--- src/pe_pkg.sv ---
package pe_pkg;

    localparam int MAX_TARGETS = 8;

    // Stream and register widths
    typedef logic [31:0] data_beat_t;
    typedef logic [15:0] node_addr_t;
    typedef logic [15:0] lamport_t;
    typedef logic [15:0] payload_t;    // Also the running sum
    typedef logic [3:0]  mem_addr_t;
    typedef logic [15:0] mem_data_t;
    typedef logic [2:0]  target_idx_t;
    typedef logic [3:0]  target_cnt_t; // 0 to MAX_TARGETS

    // Host register map
    localparam mem_addr_t REG_STATE        = 4'd0;
    localparam mem_addr_t REG_SUM          = 4'd1;
    localparam mem_addr_t REG_LAMPORT      = 4'd2;
    localparam mem_addr_t REG_TARGET_COUNT = 4'd3;
    localparam mem_addr_t REG_TARGET_BASE  = 4'd4; // Target i at 4+i

    // Beat 0 is {dest, src}, beat 1 is {lamport, payload}

    typedef enum logic [1:0] {
        NODE_BOOTED,
        NODE_RUNNING,
        NODE_STOPPED,
        NODE_ERROR
    } node_state_t;

    // Fanout sequencer
    typedef enum logic [1:0] {
        CTRL_IDLE,
        CTRL_LOAD,
        CTRL_WAIT
    } ctrl_state_t;

endpackage

--- src/pe_app_handlers.sv ---
`timescale 1ns/1ps

module pe_app_handlers import pe_pkg::*; (
    input  logic     clk,
    input  logic     reset_n,

    input  logic     packet_strobe,
    input  payload_t packet_payload,
    input  payload_t sum,
    output payload_t sum_next,

    input  logic     send_fire,
    output logic     rts
);

    logic [16:0] wide_sum;
    logic        pending;

    // Saturating add for the receive handler
    assign wide_sum = {1'b0, sum} + {1'b0, packet_payload};
    assign sum_next = wide_sum[16] ? '1 : wide_sum[15:0];

    // Send handler wants to run after every good receive
    assign rts = pending;

    always_ff @(posedge clk or negedge reset_n) begin
        if (!reset_n) begin
            pending <= 1'b0;
        end else if (packet_strobe) begin
            pending <= 1'b1;
        end else if (send_fire) begin
            pending <= 1'b0;
        end
    end

endmodule

--- src/pe_node_control.sv ---
`timescale 1ns/1ps

module pe_node_control import pe_pkg::*; (
    input  logic        clk,
    input  logic        reset_n,
    input  node_addr_t  node_address,

    input  logic        packet_valid,
    input  node_addr_t  pkt_dest,
    input  lamport_t    pkt_lamport,
    output logic        accept_enable,

    input  node_state_t node_state,
    input  payload_t    sum,
    input  lamport_t    lamport,
    input  target_cnt_t target_count,
    input  node_addr_t  target_addr,
    output logic        state_write,
    output node_state_t state_next,
    output logic        sum_write,
    output payload_t    sum_value,
    output logic        lamport_write,
    output lamport_t    lamport_next,
    output target_idx_t target_sel,

    input  logic        rts,
    input  payload_t    sum_next,
    output logic        packet_strobe,
    output logic        send_fire,

    output logic        load_packet,
    output node_addr_t  out_dest,
    output lamport_t    out_lamport,
    output payload_t    out_payload,
    input  logic        sending
);

    ctrl_state_t seq_state;
    logic        rx_error;
    lamport_t    lamport_cur;
    payload_t    sum_cur;
    lamport_t    lamport_max;
    logic        last_target;

    // Forward writes still in flight to the status register
    assign lamport_cur = lamport_write ? lamport_next : lamport;
    assign sum_cur     = sum_write ? sum_value : sum;
    assign lamport_max = (lamport_cur > pkt_lamport) ? lamport_cur : pkt_lamport;

    assign rx_error      = packet_valid &&
                           (pkt_dest != node_address || node_state != NODE_RUNNING);
    assign packet_strobe = packet_valid && !rx_error;
    assign accept_enable = (node_state == NODE_RUNNING || node_state == NODE_STOPPED) &&
                           !rx_error && !state_write;

    assign send_fire   = rts && (seq_state == CTRL_IDLE) && !packet_valid &&
                         (target_count != '0);
    assign last_target = (target_cnt_t'(target_sel) + 4'd1) >= target_count;

    always_ff @(posedge clk or negedge reset_n) begin
        if (!reset_n) begin
            seq_state     <= CTRL_IDLE;
            state_write   <= 1'b0;
            sum_write     <= 1'b0;
            lamport_write <= 1'b0;
            load_packet   <= 1'b0;
            target_sel    <= '0;
        end else begin
            state_write   <= rx_error;
            sum_write     <= packet_strobe;
            lamport_write <= packet_strobe || send_fire;
            load_packet   <= 1'b0;

            case (seq_state)
                CTRL_IDLE: if (send_fire) begin
                    seq_state  <= CTRL_LOAD;
                    target_sel <= '0;
                end
                CTRL_LOAD: if (!sending) begin
                    load_packet <= 1'b1;
                    seq_state   <= CTRL_WAIT;
                end
                CTRL_WAIT: if (!load_packet && !sending) begin
                    seq_state  <= last_target ? CTRL_IDLE : CTRL_LOAD;
                    target_sel <= target_sel + 3'd1;
                end
                default: seq_state <= CTRL_IDLE;
            endcase
        end
    end

    always_ff @(posedge clk) begin
        state_next <= NODE_ERROR;    // Only internal state change
        if (packet_strobe) begin
            sum_value    <= sum_next;
            lamport_next <= lamport_max + 16'd1;
        end else if (send_fire) begin
            lamport_next <= lamport_cur + 16'd1;
            out_lamport  <= lamport_cur + 16'd1; // Same clock for the whole round
            out_payload  <= sum_cur;
        end
        if (seq_state == CTRL_LOAD && !sending)
            out_dest <= target_addr;
    end

    assert property (@(posedge clk) disable iff (!reset_n)
        load_packet |-> target_cnt_t'(target_sel) < target_count);

endmodule

--- src/pe_node_top.sv ---
`timescale 1ns/1ps

module pe_node_top import pe_pkg::*; (
    input  logic       clk,
    input  logic       reset_n,
    input  node_addr_t node_address,

    input  data_beat_t input_data,
    input  logic       input_startofpacket,
    input  logic       input_endofpacket,
    input  logic       input_valid,
    output logic       input_ready,

    output data_beat_t output_data,
    output logic       output_startofpacket,
    output logic       output_endofpacket,
    output logic       output_valid,
    input  logic       output_ready,

    input  mem_addr_t  mem_address,
    input  logic       mem_write,
    input  mem_data_t  mem_writedata,
    output mem_data_t  mem_readdata
);

    // Receiver to control and handlers
    logic        packet_valid;
    node_addr_t  pkt_dest;
    lamport_t    pkt_lamport;
    payload_t    pkt_payload;
    logic        accept_enable;

    // Status register
    node_state_t node_state;
    node_state_t state_next;
    payload_t    sum;
    payload_t    sum_value;
    lamport_t    lamport;
    lamport_t    lamport_next;
    target_cnt_t target_count;
    node_addr_t  target_addr;
    target_idx_t target_sel;
    logic        state_write;
    logic        sum_write;
    logic        lamport_write;

    // Handlers and sender
    payload_t    sum_next;
    logic        packet_strobe;
    logic        send_fire;
    logic        rts;
    logic        load_packet;
    node_addr_t  out_dest;
    lamport_t    out_lamport;
    payload_t    out_payload;
    logic        sending;

    pe_packet_receiver i_receiver (.pkt_src(), .*); // Source not needed by the application

    pe_packet_sender i_sender (.*);

    pe_status_register i_status (.sum_next(sum_value), .*);

    pe_app_handlers i_handlers (.packet_payload(pkt_payload), .*);

    pe_node_control i_control (.*);

endmodule

--- src/pe_packet_receiver.sv ---
`timescale 1ns/1ps

module pe_packet_receiver import pe_pkg::*; (
    input  logic       clk,
    input  logic       reset_n,

    input  data_beat_t input_data,
    input  logic       input_startofpacket,
    input  logic       input_endofpacket,
    input  logic       input_valid,
    output logic       input_ready,

    input  logic       accept_enable,

    output logic       packet_valid,
    output node_addr_t pkt_dest,
    output node_addr_t pkt_src,
    output lamport_t   pkt_lamport,
    output payload_t   pkt_payload
);

    typedef enum logic {RX_HEAD, RX_TAIL} rx_state_t;

    rx_state_t  rx_state;
    data_beat_t head_beat;
    data_beat_t tail_beat;
    logic       beat_fire;
    logic       head_fire;
    logic       tail_fire;

    assign beat_fire = input_valid && input_ready;
    assign head_fire = beat_fire && input_startofpacket; // Any sop restarts the packet
    assign tail_fire = beat_fire && !input_startofpacket && input_endofpacket &&
                       (rx_state == RX_TAIL);

    assign pkt_dest    = head_beat[31:16];
    assign pkt_src     = head_beat[15:0];
    assign pkt_lamport = tail_beat[31:16];
    assign pkt_payload = tail_beat[15:0];

    always_ff @(posedge clk or negedge reset_n) begin
        if (!reset_n) begin
            rx_state     <= RX_HEAD;
            input_ready  <= 1'b0;
            packet_valid <= 1'b0;
        end else begin
            packet_valid <= 1'b0;
            input_ready  <= accept_enable;
            if (head_fire) begin
                rx_state <= RX_TAIL;
            end else if (tail_fire) begin
                rx_state     <= RX_HEAD;
                packet_valid <= 1'b1;
                input_ready  <= 1'b0;    // One idle cycle while control consumes
            end else if (beat_fire) begin
                rx_state <= RX_HEAD;     // Stray beat, drop it
            end
        end
    end

    always_ff @(posedge clk) begin
        if (head_fire)
            head_beat <= input_data;
        if (tail_fire)
            tail_beat <= input_data;
    end

    // Ready drop after each packet keeps pulses apart
    assert property (@(posedge clk) disable iff (!reset_n)
        packet_valid |=> !packet_valid);

endmodule

--- src/pe_packet_sender.sv ---
`timescale 1ns/1ps

module pe_packet_sender import pe_pkg::*; (
    input  logic       clk,
    input  logic       reset_n,

    input  logic       load_packet,
    input  node_addr_t out_dest,
    input  node_addr_t node_address,
    input  lamport_t   out_lamport,
    input  payload_t   out_payload,

    output data_beat_t output_data,
    output logic       output_startofpacket,
    output logic       output_endofpacket,
    output logic       output_valid,
    input  logic       output_ready,

    output logic       sending
);

    data_beat_t tail_beat;
    logic       beat_fire;

    assign beat_fire = output_valid && output_ready;
    assign sending   = output_valid; // Busy until the tail beat goes out

    always_ff @(posedge clk or negedge reset_n) begin
        if (!reset_n) begin
            output_valid         <= 1'b0;
            output_startofpacket <= 1'b0;
            output_endofpacket   <= 1'b0;
        end else if (load_packet) begin
            output_valid         <= 1'b1;
            output_startofpacket <= 1'b1;
            output_endofpacket   <= 1'b0;
        end else if (beat_fire) begin
            if (output_startofpacket) begin
                output_startofpacket <= 1'b0;
                output_endofpacket   <= 1'b1;
            end else begin
                output_valid       <= 1'b0;
                output_endofpacket <= 1'b0;
            end
        end
    end

    // Beat 0 goes out straight away, beat 1 waits in tail_beat
    always_ff @(posedge clk) begin
        if (load_packet) begin
            output_data <= {out_dest, node_address};
            tail_beat   <= {out_lamport, out_payload};
        end else if (beat_fire && output_startofpacket) begin
            output_data <= tail_beat;
        end
    end

    assert property (@(posedge clk) disable iff (!reset_n)
        load_packet |-> !sending);

endmodule

--- src/pe_status_register.sv ---
`timescale 1ns/1ps

module pe_status_register import pe_pkg::*; (
    input  logic        clk,
    input  logic        reset_n,

    input  mem_addr_t   mem_address,
    input  logic        mem_write,
    input  mem_data_t   mem_writedata,
    output mem_data_t   mem_readdata,

    input  logic        state_write,
    input  node_state_t state_next,
    input  logic        sum_write,
    input  payload_t    sum_next,
    input  logic        lamport_write,
    input  lamport_t    lamport_next,
    input  target_idx_t target_sel,

    output node_state_t node_state,
    output payload_t    sum,
    output lamport_t    lamport,
    output target_cnt_t target_count,
    output node_addr_t  target_addr
);

    node_addr_t  targets [MAX_TARGETS];
    target_idx_t host_idx;
    logic        host_target;
    target_cnt_t count_clamped;

    assign host_idx    = target_idx_t'(mem_address - REG_TARGET_BASE);
    assign host_target = (mem_address >= REG_TARGET_BASE) &&
                         (mem_address < REG_TARGET_BASE + mem_addr_t'(MAX_TARGETS));
    assign count_clamped = (mem_writedata > mem_data_t'(MAX_TARGETS)) ?
                           target_cnt_t'(MAX_TARGETS) : mem_writedata[3:0];

    assign target_addr = targets[target_sel];

    always_ff @(posedge clk or negedge reset_n) begin
        if (!reset_n) begin
            node_state   <= NODE_BOOTED;
            sum          <= '0;
            lamport      <= '0;
            target_count <= '0;
        end else begin
            if (state_write)
                node_state <= state_next;
            if (sum_write)
                sum <= sum_next;
            if (lamport_write)
                lamport <= lamport_next;
            if (mem_write) begin // Later assignment, host wins
                case (mem_address)
                    REG_STATE:        node_state   <= node_state_t'(mem_writedata[1:0]);
                    REG_SUM:          sum          <= mem_writedata;
                    REG_LAMPORT:      lamport      <= mem_writedata;
                    REG_TARGET_COUNT: target_count <= count_clamped;
                    default: ;
                endcase
            end
        end
    end

    always_ff @(posedge clk) begin
        if (mem_write && host_target)
            targets[host_idx] <= mem_writedata;
    end

    always_ff @(posedge clk) begin
        case (mem_address)
            REG_STATE:        mem_readdata <= mem_data_t'(node_state);
            REG_SUM:          mem_readdata <= sum;
            REG_LAMPORT:      mem_readdata <= lamport;
            REG_TARGET_COUNT: mem_readdata <= mem_data_t'(target_count);
            default:          mem_readdata <= host_target ? targets[host_idx] : '0;
        endcase
    end

endmodule

--- config.mk ---
export PLATFORM = sky130hd
export DESIGN_NAME = pe_node_top
export DESIGN_NICKNAME = d
export VERILOG_FILES = /design/src/pe_pkg.sv /design/src/pe_app_handlers.sv /design/src/pe_node_control.sv /design/src/pe_node_top.sv /design/src/pe_packet_receiver.sv /design/src/pe_packet_sender.sv /design/src/pe_status_register.sv
export SDC_FILE = /design/constraint.sdc
export NUM_CORES = 1
export LEC_CHECK = 0
export BUFFER_PORTS_ARGS = -buffer_cell sky130_fd_sc_hd__buf_2
export CAP_MARGIN = 10
export CORE_MARGIN = 3
export CORE_UTILIZATION = 45
export CTS_CLUSTER_SIZE = 28
export DETAILED_ROUTE_END_ITERATION = 16
export GPL_ROUTABILITY_DRIVEN = 0
export PLACE_DENSITY = 0.61
export SLEW_MARGIN = 10
export SYNTH_ARGS = -nofsm -noshare
export SYNTH_HDL_FRONTEND = slang
export SYNTH_SLANG_ARGS = --single-unit
--- constraint.sdc ---
create_clock -name clk -period 6.1 [get_ports clk]
set_clock_uncertainty 0.05 [all_clocks]
set_input_delay 0.305 -clock clk [delete_from_list [all_inputs] [get_ports clk]]
set_output_delay 0.305 -clock clk [all_outputs]
set_load 0.1 [all_outputs]
==> results.toml, run 1 <==
[run_status]
status = "completed"

[sta]
setup_tns_ps = 0
hold_viol_final = 0
maxSlewViolCount = 0
maxSlewHeadroom_pct = 24.92
min_period_ps = 5204
fmax_mhz = 192.2
worst_pin_slew_ps = 1122
rsz0062_at_grt = "false"
setup_viol = 0
timing.hold.ws_ps = 54.22
fin_crit_sh_pct = 85.31

[setup_path]
crit_path_top_delay_cell = "dfrtp_1"
critPathKind = "flip-flop to flip-flop"
cp_slowest_stage_delay_ps = 760
critPathMaxFanout = 14
crit_path_start_kind = "flip-flop"
endpoint_kind = "flip-flop"
crit_chain = "buf_4 > mux2i_1 > inv_1 > ha_1 > nand4_1 > or4_4 > o31ai_1 > buf_4 > nand2_1 > o21ai_0 > ha_1 > o31ai_1 > or3_4 > a311o_1 > a22oi_1"
worstPathRequired_ps = 6440
arrival_ps = 5540
reg2regPathDepth = 15

[clocking]
cts_buffer_depth = 3
numCtsBuffers = 42
cts_resized = 0
clock_sinks = 390
ctsRootBufferMaster = "clkbuf_16"
post_cts_buffers = 0
clk_pin_slew_worst_paths_ps = 60
htreeDepth = 2
ctsHoldBuffers = 36
cts_tree = "yes"
worstSkewPairLatency_ps = 560

[detailed_routing]
vias = 10860
vias_per_cell = 5.753
postRouteAntennaNets = 0
firstDrtPassIters = 5
drc = 0
drtIter0Drc = 884
wl_per_cell_um = 24.48
drt_wl_total_um = 46220

[global_route]
grt_max_degree = 55
antenna_found_initial = 5
grt_pass1_wl_um = 68620
grt-ovfl-total = 0
grt_pass1_vias = 10760
grt_usage_pct = 22.41

[synth]
synth_edf_count = 320
async_flop_share_pct = 13.85
synth_ff_type = "edfxtp_1"
yosysWarnings = 0
synth_nets = 1277
avgSynthCellArea_um2 = 15.28
netlist_instances = 1160
synth_area_um2 = 17730
yosysSeqAreaShare_pct = 63.63
ys_ff_latch = 390
synth_cell_types = 74

[die]
core_um2 = 38830
dieArea_um2 = 41820
placementRows = 72
die_h_um = 204.5
die_w_um = 204.5
initial_core_util_pct = 45.66
ios = 127

[pwr]
p_leak_nw = 7.504
power_density_nw_per_um2 = 374.6
vdd_ir_drop_max_uv = 290.7

[min_path]
hold_class = "input port to flip-flop"
whs_path_depth = 2

[cells_and_area]
finish.utilization_pct = 53.55
seqCellArea_um2 = 11280
final_area_um2 = 20790
multi_input_area_um2 = 6098
n_antenna_cell = 0
synthToLayoutAreaGrowth_pct = 17.28
layout.filler_cells = 3180
nets = 1455
drive_above_1_share_pct = 28.69

[place]
port_buffers = 126
dpl.hpwl_um = 31760
place_area_um2 = 18990

[job]
maxCapViolations = 0
## synthesized netlist by cell type (all sizes together), types with 16 or more instances
cell    instances  area share, %
inv            43           0.91
o21ai          39            1.1
a21oi          34           0.96
edfxtp        320             54
nand2          70            1.5
ha             41            2.9
nand3          19           0.56
dfxtp          16            1.8
xnor2          34            1.7
nor3           18           0.51
mux2           88            5.6
nor2           51            1.1
mux4           66            8.4
mux2i          36            2.1
clkbuf         32           0.68
buf            18           0.55
dfrtp          54            7.6
## cell usage in the layout (no fill, tap or decap), drive strengths merged, types with 36 or more instances in the layout
master       netlist  layout
buf               18     148
clkbuf            32      56
dfrtp             54      54
dlygate4sd3        0      36
edfxtp           320     320
ha                41      41
inv               43      44
mux2              88      88
mux2i             36      36
mux4              66      66
nand2             70      70
nor2              51      51
o21ai             39      39
## report_power, final
part	switching (mW)	internal, mW
combinational	1.11	0.700
sequential	0.217	3.13
clock	1.05	1.59
total	2.37	5.42
## cell type report
| class | count | share of cell area, % |
|---|---|---|
| flip-flops and latches | 390 | 54.27 |
| multi-input cells | 676 | 29.33 |
| clock buffers | 56 | 5.705 |
| repair buffers | 184 | 5.560 |
| well taps | 518 | 3.117 |
| clock inverters | 20 | 1.222 |
| inverters | 44 | 0.7943 |
## cells by family (layout without fill, tap and decap cells)
family	after synthesis	in the layout	share of synthesized area, %
flops	390	390	63.63
xor+xnor	49	49	2.421
simple gates	231	231	6.542
mux	190	190	16.10
compound gates	164	164	6.147
fa+ha+maj	42	42	3.006
buf+inv	94	304	2.159
## final timing paths
check	startpoint	end	slack, ps
max in group asynchronous	reset_n	i_control.load_packet$_DFF_PN0_	5030
hold reg to reg	i_control.out_lamport[1]$_DFFE_PP_	i_sender.tail_beat[17]$_DFFE_PP_	370
setup reg to reg	i_control.lamport_write$_DFF_PN0_	i_control.lamport_next[10]$_DFFE_PP_	900
setup / recovery	i_control.lamport_write$_DFF_PN0_	i_control.lamport_next[10]$_DFFE_PP_	900
min in group asynchronous	reset_n	i_status.lamport[15]$_DFF_PN0_	370
hold / removal	node_address[3]	i_sender.output_data[3]$_DFFE_PP_	50
## critical path, delay by kind of cell (launching register included)
kind	cells	cell delay [ps]
buf+inv	3	760
fa+ha+maj	2	780
compound gates	5	950
simple gates	4	1320
mux	1	400
flops	1	760
## sequential cells by signal (all words and copies together), names as in the netlist, 4 cells and up
| signal | count |
|---|---|
| i_control.out_dest | 16 |
| i_control.lamport_next | 16 |
| i_control.sum_value | 16 |
| i_status.mem_readdata | 16 |
| i_status.target_count | 4 |
| i_receiver.head_beat | 16 |
| i_control.out_payload | 16 |
| i_receiver.tail_beat | 32 |
| i_status.targets | 128 |
| i_sender.tail_beat | 32 |
| i_status.lamport | 16 |
| i_status.sum | 16 |
| i_control.out_lamport | 16 |
| i_sender.output_data | 32 |
## stage by stage
step | total power, mW | setup slack (ps) | cells
after detailed placement | 5.177 | 996.8 | 1776
final | 7.789 | 896.3 | 1888
after global routing | 8.125 | 645.9 | 1888
after global placement | 5.163 | 1230 | 1776
after CTS | 7.843 | 979.9 | 1888
after floorplan | 4.637 | 1619 | 1160
## metal layers
layer | vias to the layer above | global-route usage (%) | share of wire, %
met5 | - | 0 | 0.043
met4 | 4 | 8.503 | 3.4
met3 | 90 | 3.718 | 6.6
met2 | 395 | 34.07 | 45
met1 | 5472 | 32.69 | 44
li1 | 4900 | - | -
(Power assumes the default switching activity.)
==> inputs of run 2 (changes only) <==
CORE_ASPECT_RATIO = 0.75   (was not set)
clock period = 6.38 ns   (was 6.1 ns; I/O delays follow)
==> run 2 against run 1 <==
Against the previous run:
- worst setup slack gained 230 ps
- global-route usage grew 0.19 points
- power shrank 4.5%
==> results.toml, run 2 (synthesis gave the netlist of run 1 again) <==
[job]
maxCapViolations = 0

[sta]
fmax_mhz = 190.2
min_period_ps = 5258
maxSlewViolCount = 0
hold_viol_final = 0
setup_viol = 0
fin_ws_ps = 1122
rsz0062_at_grt = "false"
setup_tns_ps = 0
worst_pin_slew_ps = 1172
fin_crit_sh_pct = 82.42
maxSlewHeadroom_pct = 21.84

[place]
port_buffers = 126
post-place-ws_ps = 1255
place_area_um2 = 18970
dpl.hpwl_um = 32430

[cells_and_area]
finish.utilization_pct = 53.75
mostFrequentLayoutCells = "edfxtp_1, buf_2, mux2_2"
final_area_um2 = 20720
drive_above_1_share_pct = 28.13
synthToLayoutAreaGrowth_pct = 16.89
largest_register = "i_status.targets"
layout.filler_cells = 3128
seqCellArea_um2 = 11280
nets = 1450
largest_reg_flops = 128
n_antenna_cell = 0
multi_input_area_um2 = 6098
final_common_cell = "edfxtp_1"

[detailed_routing]
vias = 10910
drtIter0Drc = 1065
vias_per_cell = 5.812
firstDrtPassIters = 5
drt_wl_total_um = 46960
drc = 0
wl_per_cell_um = 25.02
postRouteAntennaNets = 0

[clocking]
post_cts_buffers = 0
cts_tree = "yes"
htreeDepth = 2
cts_buffer_depth = 3
clk_pin_slew_worst_paths_ps = 60
ctsRootBufferMaster = "clkbuf_16"
numCtsBuffers = 40
clock_sinks = 390
worstSkewPairLatency_ps = 550

[global_route]
grt_pass1_wl_um = 70090
grt-ovfl-total = 0
antenna_found_initial = 3
grt_max_degree = 55
grt_usage_pct = 22.61
grt_pass1_vias = 10780

[pwr]
internal-power_mw = 5.164
p_clk_share_pct = 33.4
sw_frac_of_total_pct = 30.55
power_frac_seq_pct = 42.6
power_density_nw_per_um2 = 358.8
p_leak_nw = 7.477
switchingPower_mw = 2.272
vdd_ir_drop_max_uv = 209.5
p_total_mw = 7.435
p_comb_share_pct = 24.0

[die]
ios = 127
initial_core_util_pct = 45.99
dieArea_um2 = 41840
die_w_um = 235.2
core_um2 = 38550
die_h_um = 177.9
placementRows = 62

[run_status]
status = "completed"

[setup_path]
crit_path_start_kind = "flip-flop"
critPathKind = "flip-flop to flip-flop"
critPathMaxFanout = 24
endpoint_kind = "flip-flop"
arrival_ps = 5590
worstPathRequired_ps = 6710

[min_path]
hold_class = "input port to flip-flop"
==> run 2: cell types whose count changed in the layout (fill, tap and decap cells not counted), moves of 2 or more <==
cell	delta
clkinv_4	-2
buf_4	-2
clkinv_1	+4
clkbuf_16	-2
clkinvlp_4	-2
==> run 2: critical path: stages (launching register included) <==
cell	delay (ps)
dfrtp_1	1120
mux2i_1	450
inv_1	200
ha_1	330
nand4_1	240
or4_4	590
o31ai_1	100
buf_4	260
nand2_1	60
o21ai_0	110
ha_1	460
o31ai_1	220
or3_4	420
a311o_1	360
a22oi_1	130
==> run 2: per-stage QoR <==
| stage | instances | hold slack, ps |
|---|---|---|
| finish | 1877 | 47.86 |
| floorplan | 1160 | -26.59 |
| CTS | 1877 | 21.20 |
| global route | 1877 | 37.98 |
| global placement | 1768 | 353.7 |
| detailed placement | 1768 | 355.4 |
==> run 2: final cells by class <==
class,instances,area share (%)
clock buffer,54,5.482
tap,512,3.091
clock inverter,20,1.298
inverter,44,0.7970
sequential,390,54.45
multi-input combinational,676,29.43
timing repair buffer,181,5.458
==> run 2: what timing repair did <==
action                    4_1_cts  5_1_grt
hold buffers                   35        0
hold endpoints to repair      103        0
resized for setup               0        0
==> run 2: worst paths after layout <==
check / from / endpoint / slack (ps) / depth (start not counted)
setup / recovery: i_control.lamport_write$_DFF_PN0_ / i_control.lamport_next[10]$_DFFE_PP_ / 1120 / 14
hold reg to reg: i_control.out_payload[8]$_DFFE_PP_ / i_sender.tail_beat[8]$_DFFE_PP_ / 370 / 0
hold / removal: output_ready / i_sender.output_endofpacket$_DFFE_PN0P_ / 50 / 3
min in group asynchronous: reset_n / i_status.lamport[14]$_DFF_PN0_ / 390 / 3
max in group asynchronous: reset_n / i_control.load_packet$_DFF_PN0_ / 5310 / 3
setup reg to reg: i_control.lamport_write$_DFF_PN0_ / i_control.lamport_next[10]$_DFFE_PP_ / 1120 / 14
==> run 2: routing by layer <==
metal | wire length, um | track usage (%)
met5 | 27 | 0
met4 | 957 | 5.097
met3 | 3695 | 4.288
met2 | 20020 | 33.06
met1 | 22260 | 35.10
==> run 2: power by group through the flow <==
| stage | combinational (mW) | clock [mW] | sequential (mW) |
|---|---|---|---|
| 6_report | 1.79 | 2.48 | 3.17 |
| 5_1_grt | 1.92 | 2.64 | 3.18 |
| 4_1_cts | 1.79 | 2.52 | 3.16 |
| 3_5_place_dp | 1.76 | 0 | 3.21 |
| 3_3_place_gp | 1.74 | 0 | 3.21 |
| 2_1_floorplan | 1.04 | 0 | 3.40 |
